$ cat config.mk
export PLATFORM = sky130hd
export DESIGN_NAME = mem_axil_bridge
export DESIGN_NICKNAME = d
export VERILOG_FILES = /design/src/logic/mem_axil_pkg.sv /design/src/logic/mem_axil_bridge.sv /design/src/logic/axil_master_fsm.sv /design/src/logic/axil_resp_timer.sv /design/src/logic/axil_read_pack.sv /design/src/logic/axil_write_lanes.sv
export SDC_FILE = /design/constraint.sdc
export NUM_CORES = 1
export LEC_CHECK = 0
export BUFFER_PORTS_ARGS = -buffer_cell sky130_fd_sc_hd__buf_4
export CAP_MARGIN = 25
export CORE_AREA = 3 3 175 177
export CTS_CLUSTER_SIZE = 10
export DETAILED_ROUTE_END_ITERATION = 12
export DIE_AREA = 0 0 178 180
export GPL_TIMING_DRIVEN = 0
export PLACE_DENSITY_LB_ADDON = 0.08
export SETUP_SLACK_MARGIN = 0.2
export SLEW_MARGIN = 5
export SYNTH_ARGS = -nofsm -noshare
export SYNTH_HDL_FRONTEND = slang
export SYNTH_HIERARCHICAL = 1
export SYNTH_SLANG_ARGS = --single-unit
export TNS_END_PERCENT = 100
$ cat constraint.sdc
create_clock -name clk_i -period 27.7 [get_ports clk_i]
set_input_delay 2.77 -clock clk_i [delete_from_list [all_inputs] [get_ports clk_i]]
set_output_delay 2.77 -clock clk_i [all_outputs]
set_load 0.01 [all_outputs]
$ cat src/logic/mem_axil_pkg.sv
package mem_axil_pkg;

  // Bus and request widths
  localparam int unsigned DATA_W   = 64;
  localparam int unsigned ADDR_W   = 32;
  localparam int unsigned STRB_W   = DATA_W / 8;
  localparam int unsigned OFFSET_W = 3;

  // Response timer
  localparam int unsigned TIMER_W = 7;
  localparam logic [TIMER_W-1:0] RESP_TIMEOUT = 7'd64;

  // AXI response codes
  localparam logic [1:0] AXI_RESP_OKAY   = 2'b00;
  localparam logic [1:0] AXI_RESP_SLVERR = 2'b10;

  typedef enum logic {
    MSG_RD = 1'b0,
    MSG_WR = 1'b1
  } msg_type_e;

  // Encoded as log2 of the byte count
  typedef enum logic [1:0] {
    SIZE_1 = 2'd0,
    SIZE_2 = 2'd1,
    SIZE_4 = 2'd2,
    SIZE_8 = 2'd3
  } msg_size_e;

  typedef enum logic [1:0] {
    ST_OKAY    = 2'd0,
    ST_SLVERR  = 2'd1,
    ST_TIMEOUT = 2'd2
  } rsp_status_e;

  // Write data sits in the low bytes
  typedef struct packed {
    msg_type_e         msg_type;
    msg_size_e         size;
    logic [ADDR_W-1:0] addr;
    logic [DATA_W-1:0] data;
  } mem_req_s;

  // Read data comes back shifted down and zero-extended
  typedef struct packed {
    msg_type_e         msg_type;
    msg_size_e         size;
    logic [ADDR_W-1:0] addr;
    logic [DATA_W-1:0] data;
    rsp_status_e       status;
  } mem_rsp_s;

endpackage
$ cat src/logic/mem_axil_bridge.sv
`timescale 1ns/1ps

module mem_axil_bridge (
  input  logic                              clk_i,
  input  logic                              reset_i,
  input  mem_axil_pkg::mem_req_s            req_i,
  input  logic                              req_valid_i,
  output logic                              req_ready_o,
  output mem_axil_pkg::mem_rsp_s            rsp_o,
  output logic                              rsp_valid_o,
  input  logic                              rsp_ready_i,
  output logic [mem_axil_pkg::ADDR_W-1:0]   awaddr_o,
  output logic                              awvalid_o,
  input  logic                              awready_i,
  output logic [mem_axil_pkg::DATA_W-1:0]   wdata_o,
  output logic [mem_axil_pkg::STRB_W-1:0]   wstrb_o,
  output logic                              wvalid_o,
  input  logic                              wready_i,
  input  logic [1:0]                        bresp_i,
  input  logic                              bvalid_i,
  output logic                              bready_o,
  output logic [mem_axil_pkg::ADDR_W-1:0]   araddr_o,
  output logic                              arvalid_o,
  input  logic                              arready_i,
  input  logic [mem_axil_pkg::DATA_W-1:0]   rdata_i,
  input  logic [1:0]                        rresp_i,
  input  logic                              rvalid_i,
  output logic                              rready_o
);

  mem_axil_pkg::mem_req_s          req_q;
  logic [mem_axil_pkg::DATA_W-1:0] packed_rdata;
  logic                            timer_clear;
  logic                            timer_run;
  logic                            timer_expired;

  // Word-aligned address, byte position travels in strobe and lanes
  assign awaddr_o = {req_q.addr[mem_axil_pkg::ADDR_W-1:mem_axil_pkg::OFFSET_W],
                     {mem_axil_pkg::OFFSET_W{1'b0}}};
  assign araddr_o = awaddr_o;

  axil_master_fsm u_fsm (
    .clk_i          (clk_i),
    .reset_i        (reset_i),
    .req_i          (req_i),
    .req_valid_i    (req_valid_i),
    .req_ready_o    (req_ready_o),
    .rsp_o          (rsp_o),
    .rsp_valid_o    (rsp_valid_o),
    .rsp_ready_i    (rsp_ready_i),
    .awvalid_o      (awvalid_o),
    .awready_i      (awready_i),
    .wvalid_o       (wvalid_o),
    .wready_i       (wready_i),
    .bresp_i        (bresp_i),
    .bvalid_i       (bvalid_i),
    .bready_o       (bready_o),
    .arvalid_o      (arvalid_o),
    .arready_i      (arready_i),
    .rvalid_i       (rvalid_i),
    .rresp_i        (rresp_i),
    .rready_o       (rready_o),
    .packed_rdata_i (packed_rdata),
    .req_q_o        (req_q),
    .timer_clear_o  (timer_clear),
    .timer_run_o    (timer_run),
    .timer_expired_i(timer_expired)
  );

  axil_resp_timer u_timer (
    .clk_i    (clk_i),
    .reset_i  (reset_i),
    .clear_i  (timer_clear),
    .run_i    (timer_run),
    .expired_o(timer_expired)
  );

  axil_write_lanes u_wlanes (
    .req_i  (req_q),
    .wdata_o(wdata_o),
    .wstrb_o(wstrb_o)
  );

  axil_read_pack u_rpack (
    .rdata_i (rdata_i),
    .size_i  (req_q.size),
    .offset_i(req_q.addr[mem_axil_pkg::OFFSET_W-1:0]),
    .data_o  (packed_rdata)
  );

endmodule

$ cat src/logic/axil_master_fsm.sv
`timescale 1ns/1ps

module axil_master_fsm (
  input  logic                            clk_i,
  input  logic                            reset_i,
  input  mem_axil_pkg::mem_req_s          req_i,
  input  logic                            req_valid_i,
  output logic                            req_ready_o,
  output mem_axil_pkg::mem_rsp_s          rsp_o,
  output logic                            rsp_valid_o,
  input  logic                            rsp_ready_i,
  output logic                            awvalid_o,
  input  logic                            awready_i,
  output logic                            wvalid_o,
  input  logic                            wready_i,
  input  logic [1:0]                      bresp_i,
  input  logic                            bvalid_i,
  output logic                            bready_o,
  output logic                            arvalid_o,
  input  logic                            arready_i,
  input  logic                            rvalid_i,
  input  logic [1:0]                      rresp_i,
  output logic                            rready_o,
  input  logic [mem_axil_pkg::DATA_W-1:0] packed_rdata_i,
  output mem_axil_pkg::mem_req_s          req_q_o,
  output logic                            timer_clear_o,
  output logic                            timer_run_o,
  input  logic                            timer_expired_i
);

  typedef enum logic [2:0] {
    S_IDLE, S_WR_AW, S_WR_B, S_RD_AR, S_RD_R, S_RESP
  } state_e;

  state_e                          state_q, state_d;
  mem_axil_pkg::mem_req_s          req_q;
  mem_axil_pkg::mem_rsp_s          rsp_q;
  logic                            aw_done_q, w_done_q;
  logic                            aw_ok, w_ok;
  logic                            rsp_load;
  mem_axil_pkg::rsp_status_e       status_d;
  logic [mem_axil_pkg::DATA_W-1:0] rsp_data_d;

  assign req_ready_o = (state_q == S_IDLE);
  assign awvalid_o   = (state_q == S_WR_AW) && !aw_done_q;
  assign wvalid_o    = (state_q == S_WR_AW) && !w_done_q;
  assign bready_o    = (state_q == S_WR_B);
  assign arvalid_o   = (state_q == S_RD_AR);
  assign rready_o    = (state_q == S_RD_R);
  assign rsp_valid_o = (state_q == S_RESP);
  assign rsp_o       = rsp_q;
  assign req_q_o     = req_q;

  // Timer counts only while an AXI channel is open
  assign timer_clear_o = (state_q == S_IDLE);
  assign timer_run_o   = !(state_q inside {S_IDLE, S_RESP});

  // aw and w may complete in either order
  assign aw_ok = aw_done_q || awready_i;
  assign w_ok  = w_done_q || wready_i;

  always_comb
  begin
    state_d    = state_q;
    rsp_load   = 1'b0;
    status_d   = mem_axil_pkg::ST_TIMEOUT;
    rsp_data_d = req_q.data;
    case (state_q)
      S_IDLE:
      begin
        if (req_valid_i)
          state_d = (req_i.msg_type == mem_axil_pkg::MSG_WR) ? S_WR_AW : S_RD_AR;
      end
      S_WR_AW:
      begin
        if (aw_ok && w_ok)
        begin
          state_d = S_WR_B;
        end
        else if (timer_expired_i)
        begin
          state_d  = S_RESP;
          rsp_load = 1'b1;
        end
      end
      S_WR_B:
      begin
        if (bvalid_i || timer_expired_i)
        begin
          state_d  = S_RESP;
          rsp_load = 1'b1;
          if (bvalid_i)
            status_d = (bresp_i == mem_axil_pkg::AXI_RESP_OKAY) ?
                       mem_axil_pkg::ST_OKAY : mem_axil_pkg::ST_SLVERR;
        end
      end
      S_RD_AR:
      begin
        if (arready_i)
        begin
          state_d = S_RD_R;
        end
        else if (timer_expired_i)
        begin
          state_d    = S_RESP;
          rsp_load   = 1'b1;
          rsp_data_d = '0;
        end
      end
      S_RD_R:
      begin
        if (rvalid_i || timer_expired_i)
        begin
          state_d    = S_RESP;
          rsp_load   = 1'b1;
          rsp_data_d = '0;
          if (rvalid_i)
          begin
            rsp_data_d = packed_rdata_i;
            status_d   = (rresp_i == mem_axil_pkg::AXI_RESP_OKAY) ?
                         mem_axil_pkg::ST_OKAY : mem_axil_pkg::ST_SLVERR;
          end
        end
      end
      S_RESP:
      begin
        if (rsp_ready_i)
          state_d = S_IDLE;
      end
      default:
      begin
        state_d = S_IDLE;
      end
    endcase
  end

  always_ff @(posedge clk_i)
  begin
    if (reset_i)
    begin
      state_q   <= S_IDLE;
      aw_done_q <= 1'b0;
      w_done_q  <= 1'b0;
    end
    else
    begin
      state_q <= state_d;
      if (state_q == S_WR_AW)
      begin
        aw_done_q <= aw_ok;
        w_done_q  <= w_ok;
      end
      else
      begin
        aw_done_q <= 1'b0;
        w_done_q  <= 1'b0;
      end
    end
  end

  // Request and response payload
  always_ff @(posedge clk_i)
  begin
    if (req_valid_i && req_ready_o)
      req_q <= req_i;
    if (rsp_load)
    begin
      rsp_q.msg_type <= req_q.msg_type;
      rsp_q.size     <= req_q.size;
      rsp_q.addr     <= req_q.addr;
      rsp_q.data     <= rsp_data_d;
      rsp_q.status   <= status_d;
    end
  end

  // Address valids hold until accepted unless the transaction times out
  a_aw_hold: assert property (@(posedge clk_i) disable iff (reset_i)
    awvalid_o && !awready_i && !timer_expired_i |=> awvalid_o)
    else $error("awvalid dropped before awready");

  a_ar_hold: assert property (@(posedge clk_i) disable iff (reset_i)
    arvalid_o && !arready_i && !timer_expired_i |=> arvalid_o)
    else $error("arvalid dropped before arready");

  // A pending response stays put and keeps new requests out until taken
  a_rsp_hold: assert property (@(posedge clk_i) disable iff (reset_i)
    rsp_valid_o && !rsp_ready_i |=> rsp_valid_o && !req_ready_o && $stable(rsp_o))
    else $error("response changed or dropped before rsp_ready");

endmodule

$ cat src/logic/axil_resp_timer.sv
`timescale 1ns/1ps

module axil_resp_timer (
  input  logic clk_i,
  input  logic reset_i,
  input  logic clear_i,
  input  logic run_i,
  output logic expired_o
);

  logic [mem_axil_pkg::TIMER_W-1:0] count_q;

  // Saturates at the timeout value
  always_ff @(posedge clk_i)
  begin
    if (reset_i || clear_i)
    begin
      count_q <= '0;
    end
    else if (run_i && !expired_o)
    begin
      count_q <= count_q + 1'b1;
    end
  end

  assign expired_o = (count_q == mem_axil_pkg::RESP_TIMEOUT);

  // Expiry can only follow a cycle of counting
  a_expire_needs_run: assert property (@(posedge clk_i) disable iff (reset_i)
    $rose(expired_o) |-> $past(run_i))
    else $error("timer expired without running");

endmodule

$ cat src/logic/axil_read_pack.sv
`timescale 1ns/1ps

module axil_read_pack (
  input  logic [mem_axil_pkg::DATA_W-1:0]   rdata_i,
  input  mem_axil_pkg::msg_size_e           size_i,
  input  logic [mem_axil_pkg::OFFSET_W-1:0] offset_i,
  output logic [mem_axil_pkg::DATA_W-1:0]   data_o
);

  logic [mem_axil_pkg::DATA_W-1:0] shifted;
  logic [mem_axil_pkg::DATA_W-1:0] keep;

  // Addressed lane down to byte 0
  assign shifted = rdata_i >> {offset_i, 3'b000};

  // Bytes kept for each access size
  always_comb
  begin
    case (size_i)
      mem_axil_pkg::SIZE_1:
      begin
        keep = 64'h0000_0000_0000_00ff;
      end
      mem_axil_pkg::SIZE_2:
      begin
        keep = 64'h0000_0000_0000_ffff;
      end
      mem_axil_pkg::SIZE_4:
      begin
        keep = 64'h0000_0000_ffff_ffff;
      end
      default:
      begin
        keep = 64'hffff_ffff_ffff_ffff;
      end
    endcase
  end

  // Zero-extend above the access size
  assign data_o = shifted & keep;

endmodule

$ cat src/logic/axil_write_lanes.sv
`timescale 1ns/1ps

module axil_write_lanes (
  input  mem_axil_pkg::mem_req_s                req_i,
  output logic [mem_axil_pkg::DATA_W-1:0]       wdata_o,
  output logic [mem_axil_pkg::STRB_W-1:0]       wstrb_o
);

  logic [mem_axil_pkg::OFFSET_W-1:0] offset;
  logic [mem_axil_pkg::OFFSET_W-1:0] align_bits;
  logic [mem_axil_pkg::STRB_W-1:0]   size_strb;

  assign offset = req_i.addr[mem_axil_pkg::OFFSET_W-1:0];

  // Strobe of the access size and the offset bits that must be zero
  always_comb
  begin
    case (req_i.size)
      mem_axil_pkg::SIZE_1:
      begin
        size_strb  = 8'h01;
        align_bits = 3'b000;
      end
      mem_axil_pkg::SIZE_2:
      begin
        size_strb  = 8'h03;
        align_bits = 3'b001;
      end
      mem_axil_pkg::SIZE_4:
      begin
        size_strb  = 8'h0f;
        align_bits = 3'b011;
      end
      default:
      begin
        size_strb  = 8'hff;
        align_bits = 3'b111;
      end
    endcase
  end

  // Move data and strobe up to the addressed byte lanes
  assign wstrb_o = size_strb << offset;
  assign wdata_o = req_i.data << {offset, 3'b000};

  always_comb
  begin
    if (req_i.msg_type == mem_axil_pkg::MSG_WR)
    begin
      assert #0 ((offset & align_bits) == '0)
        else $error("misaligned write to %h, size code %0d", req_i.addr, req_i.size);
    end
  end

endmodule

==> results by group <==
Outcome
  • Outcome: finished, final reports clean

Yosys
  • Distinct cell type count of the synthesized netlist: a little under 70
  • Syn. warnings: 6
  • Synth cell count leaders: edfxtp_1 (200), mux2i_1 (106), a22o_1 (64), nor2_1 (64), buf_4 (47)
  • Seq/Total Area, Yosys: 53.7%
  • Synth area leader: edfxtp_1
  • Synth area leaders: edfxtp_1 (52%), mux2i_1 (9.1%), a22o_1 (4.8%)
  • Top cell type's share of synthesized area: between 50% and 60%
  • Synth Area per Inst: 12.8 um^2
  • Top_reg_cell synth: edfxtp_1
  • Ys async rst share: 0%
  • EDFF count, synth: 200
  • Cell count after synthesis: 910
  • Mapped cell area: ~12000 um^2
  • Top-count cell post-synth: edfxtp_1
  • FF+latch count, synth: 212

Cells and area
  • Antenna diodes: 0
  • Layout cell share with drive strength beyond 1: 43.4%
  • # nets final: around 1500
  • Non-Filler Instances: between 1500 and 2000
  • Fill cells: 2596
  • Post-route cell area: 16100 um^2
  • Synth-to-Final Area Change: 38.6%

Critical path
  • Crit path launch type: flop
  • Reg2reg start: u_timer/count_q[0]$_SDFFE_PP0P_
  • Crit-path most repeated cell: buf_6
  • Critical Path, Cell by Cell: buf_6 > buf_12 > buf_6 > buf_6 > a211oi_1 > a221oi_1 > buf_4
  • Reg2Reg Depth: 11
  • CP required: 24930 ps
  • Critical path's slowest cell: edfxtp_1
  • Bufs and invs on worst path: 5
  • CP max stage delay: 570 ps
  • Largest delay share family, worst path: buffers and inverters
  • Max FO, Critical Path: 10
  • Worst R2R Setup Slack: 23850 ps
  • CP Class: flop to primary output
  • Endpoint type of the worst setup path: primary output
  • Worst R2R End: u_fsm/rsp_o[67]$_DFFE_PP_
  • Critical path arrival: 2620 ps

Clock tree
  • Post-CTS Setup Bufs: 0
  • Clock slew at reported path FFs: 60 ps
  • TritonCTS Sinks: 212
  • CTS root buf: clkbuf_16
  • Quantity of hold-fixing buffers added after cts: 0
  • Post-CTS sizing: 0
  • Bufs on Longest Clock Path: 3
  • TritonCTS buffer count: 26
  • CTS tree: done
  • CTS H-tree depth: 1
  • Clock Latency Late Sink: roughly 550 ps

Min path
  • Min-Delay Path Depth: 0
  • Min-delay src: u_fsm/req_q_o[98]$_DFFE_PP_
  • Min-Delay Path Class: flop to flop
  • Worst hold path endpoint: u_fsm/rsp_o[100]$_DFFE_PP_

Floorplanning
  • Initial Util: 39.5%
  • Chip width: approximately 180 um
  • Die Ht: 180 um
  • Top Ports: 420
  • Core Area: 29400 um^2
  • Cell row count: 63
  • Die ar.: 32000 um^2

STA
  • Min cycle time layout: between 5000 and 6000 ps
  • Worst hold slack: 421 ps
  • Final hold vios: 0
  • Final setup violation count: 0
  • Max frequency: 186 MHz
  • Worst-case headroom to the max-slew limit: 42.7%
  • Final period util: 19.5%
  • Slew @ Worst Pin: 854 ps
  • Slew Viols, Final: 0
  • Final WS setup: between 20000 and 25000 ps
  • Final setup TNS: 0 ps
  • RSZ-0062 raised after global routing: no
  • Layout Skew: 27.3 ps

Detailed routing
  • Post-route ant nets: 0
  • Initial drt markers: 1000
  • Drt total wl: 46400 um
  • Met2 wire length: 21700 um
  • Drt wl/cell: 26.2 um
  • Max layer used: met4
  • Via count: between 9000 and 10000
  • DR vias/cell: roughly 5.6
  • DRC violation count after routing: 0
  • M1 WL: 19500 um
  • Routed met3 length: 3880 um
  • DR pass1 iterations: 5

GRT
  • GRT Residual Overflow: 0
  • Initial antenna violation count: 0
  • All-Layer GR Usage: 27.6%
  • Global-route wire length before repair: 65000 um
  • Largest net degree at the start of global routing: 54
  • Vias in the first global route: between 9000 and 10000

Place
  • Placed cell areas: 15400 um^2
  • Pre-CTS WS: 22550 ps
  • GPL Wtd Cong: 0.968
  • I/O Buffers: 413
  • Placed cell count: 1723
  • Dpl hpwl: between 30000 and 40000 um

Power
  • Leakage: 0.00687 uW
  • VDD IR max: 0.0730 mV
  • Pwr/cell area: 94.6 nW/um^2

Job
  • Max-Cap Viols: 0
-- worst max-delay path by stage --
stage | startpoint | end | cells past startpoint
after floorplan | awready_i | u_fsm/rsp_o[0]$_DFFE_PP_ | 3
after global placement | awready_i | u_fsm/rsp_o[66]$_DFFE_PP_ | 4
after detailed placement | rvalid_i | u_fsm/rsp_o[66]$_DFFE_PP_ | 9
after CTS | u_fsm/req_q_o[64]$_DFFE_PP_ | wdata_o[51] | 7
after global routing | u_fsm/req_q_o[64]$_DFFE_PP_ | wdata_o[51] | 7
final | u_fsm/req_q_o[64]$_DFFE_PP_ | wdata_o[51] | 7
-- stage by stage --
step | total power (uW) | utilization, %
4_1_cts | 1530 | 54.8
6_report | 1520 | 54.8
3_5_place_dp | 1220 | 52.3
3_3_place_gp | 1230 | 51.8
2_1_floorplan | 897 | -
5_1_grt | 1590 | 54.8
-- registers in the layout, indices dropped and copies added (netlist names) --
name and cells:
u_fsm/req_q_o 99, u_fsm/state_q 3, u_fsm/aw_done_q 1, u_timer/count_q 7, u_fsm/w_done_q 1, u_fsm/rsp_o 101
-- per-layer routing --
layer  GRT usage [%]  vias to the layer above
met2            43.8                      544
met1            38.3                     4865
met4            8.04                        0
met5               0                        -
met3            5.34                       70
li1                -                     4410
-- layout by cell type, fill, tap and decap left out, drive strengths merged, types with 12 or more instances in the layout --
cell type / count
buf: 512
edfxtp: 200
mux2i: 106
nor2: 64
a22o: 64
clkbuf: 56
o21ai: 40
nand2: 35
mux2: 32
nor2b: 29
a211oi: 21
and2: 20
o22ai: 17
a221oi: 16
a22oi: 15
dfxtp: 12
-- layout make-up --
cell class,instances,area (um^2),share of cell area (%)
repair buffers,418,3220,20.0
flip-flops and latches,212,6250,38.8
clock inverters,6,40.0,0.248
clock buffers,40,703,4.36
inverters,6,22.5,0.140
well taps,390,488,3.03
multi-input cells,587,4550,28.2
plain buffers,110,840,5.21
-- cell families (layout without fill, tap and decap cells) --
| logic type | Yosys count | after routing | synth area share (%) |
|---|---|---|---|
| AND/OR/NAND/NOR | 194 | 194 | 8.85 |
| adder cells (fa/ha/maj) | 2 | 2 | 0.215 |
| flip-flops | 212 | 212 | 53.7 |
| AO/OA/AOI/OAI | 237 | 237 | 15.6 |
| other | 1 | 6 | 0.0323 |
| multiplexers | 146 | 146 | 14.0 |
| XOR/XNOR | 2 | 2 | 0.151 |
| buffers and inverters | 116 | 580 | 7.42 |
-- worst reg2reg max path: stages (launching register included) --
cell	delay, ps
dfxtp_1	350
inv_1	90
ha_1	130
or4b_1	450
nor3_1	670
nor2_1	230
nor3b_1	270
a31oi_1	110
o21ai_4	590
buf_12	280
buf_16	200
buf_16	200
-- power breakdown --
part           switching (uW)  total (uW)  internal (uW)
sequential               79.7         542            463
combinational             363         679            316
clock                     129         303            174
total                     572        1520            953
No activity file was read; power rests on OpenSTA's default activity.
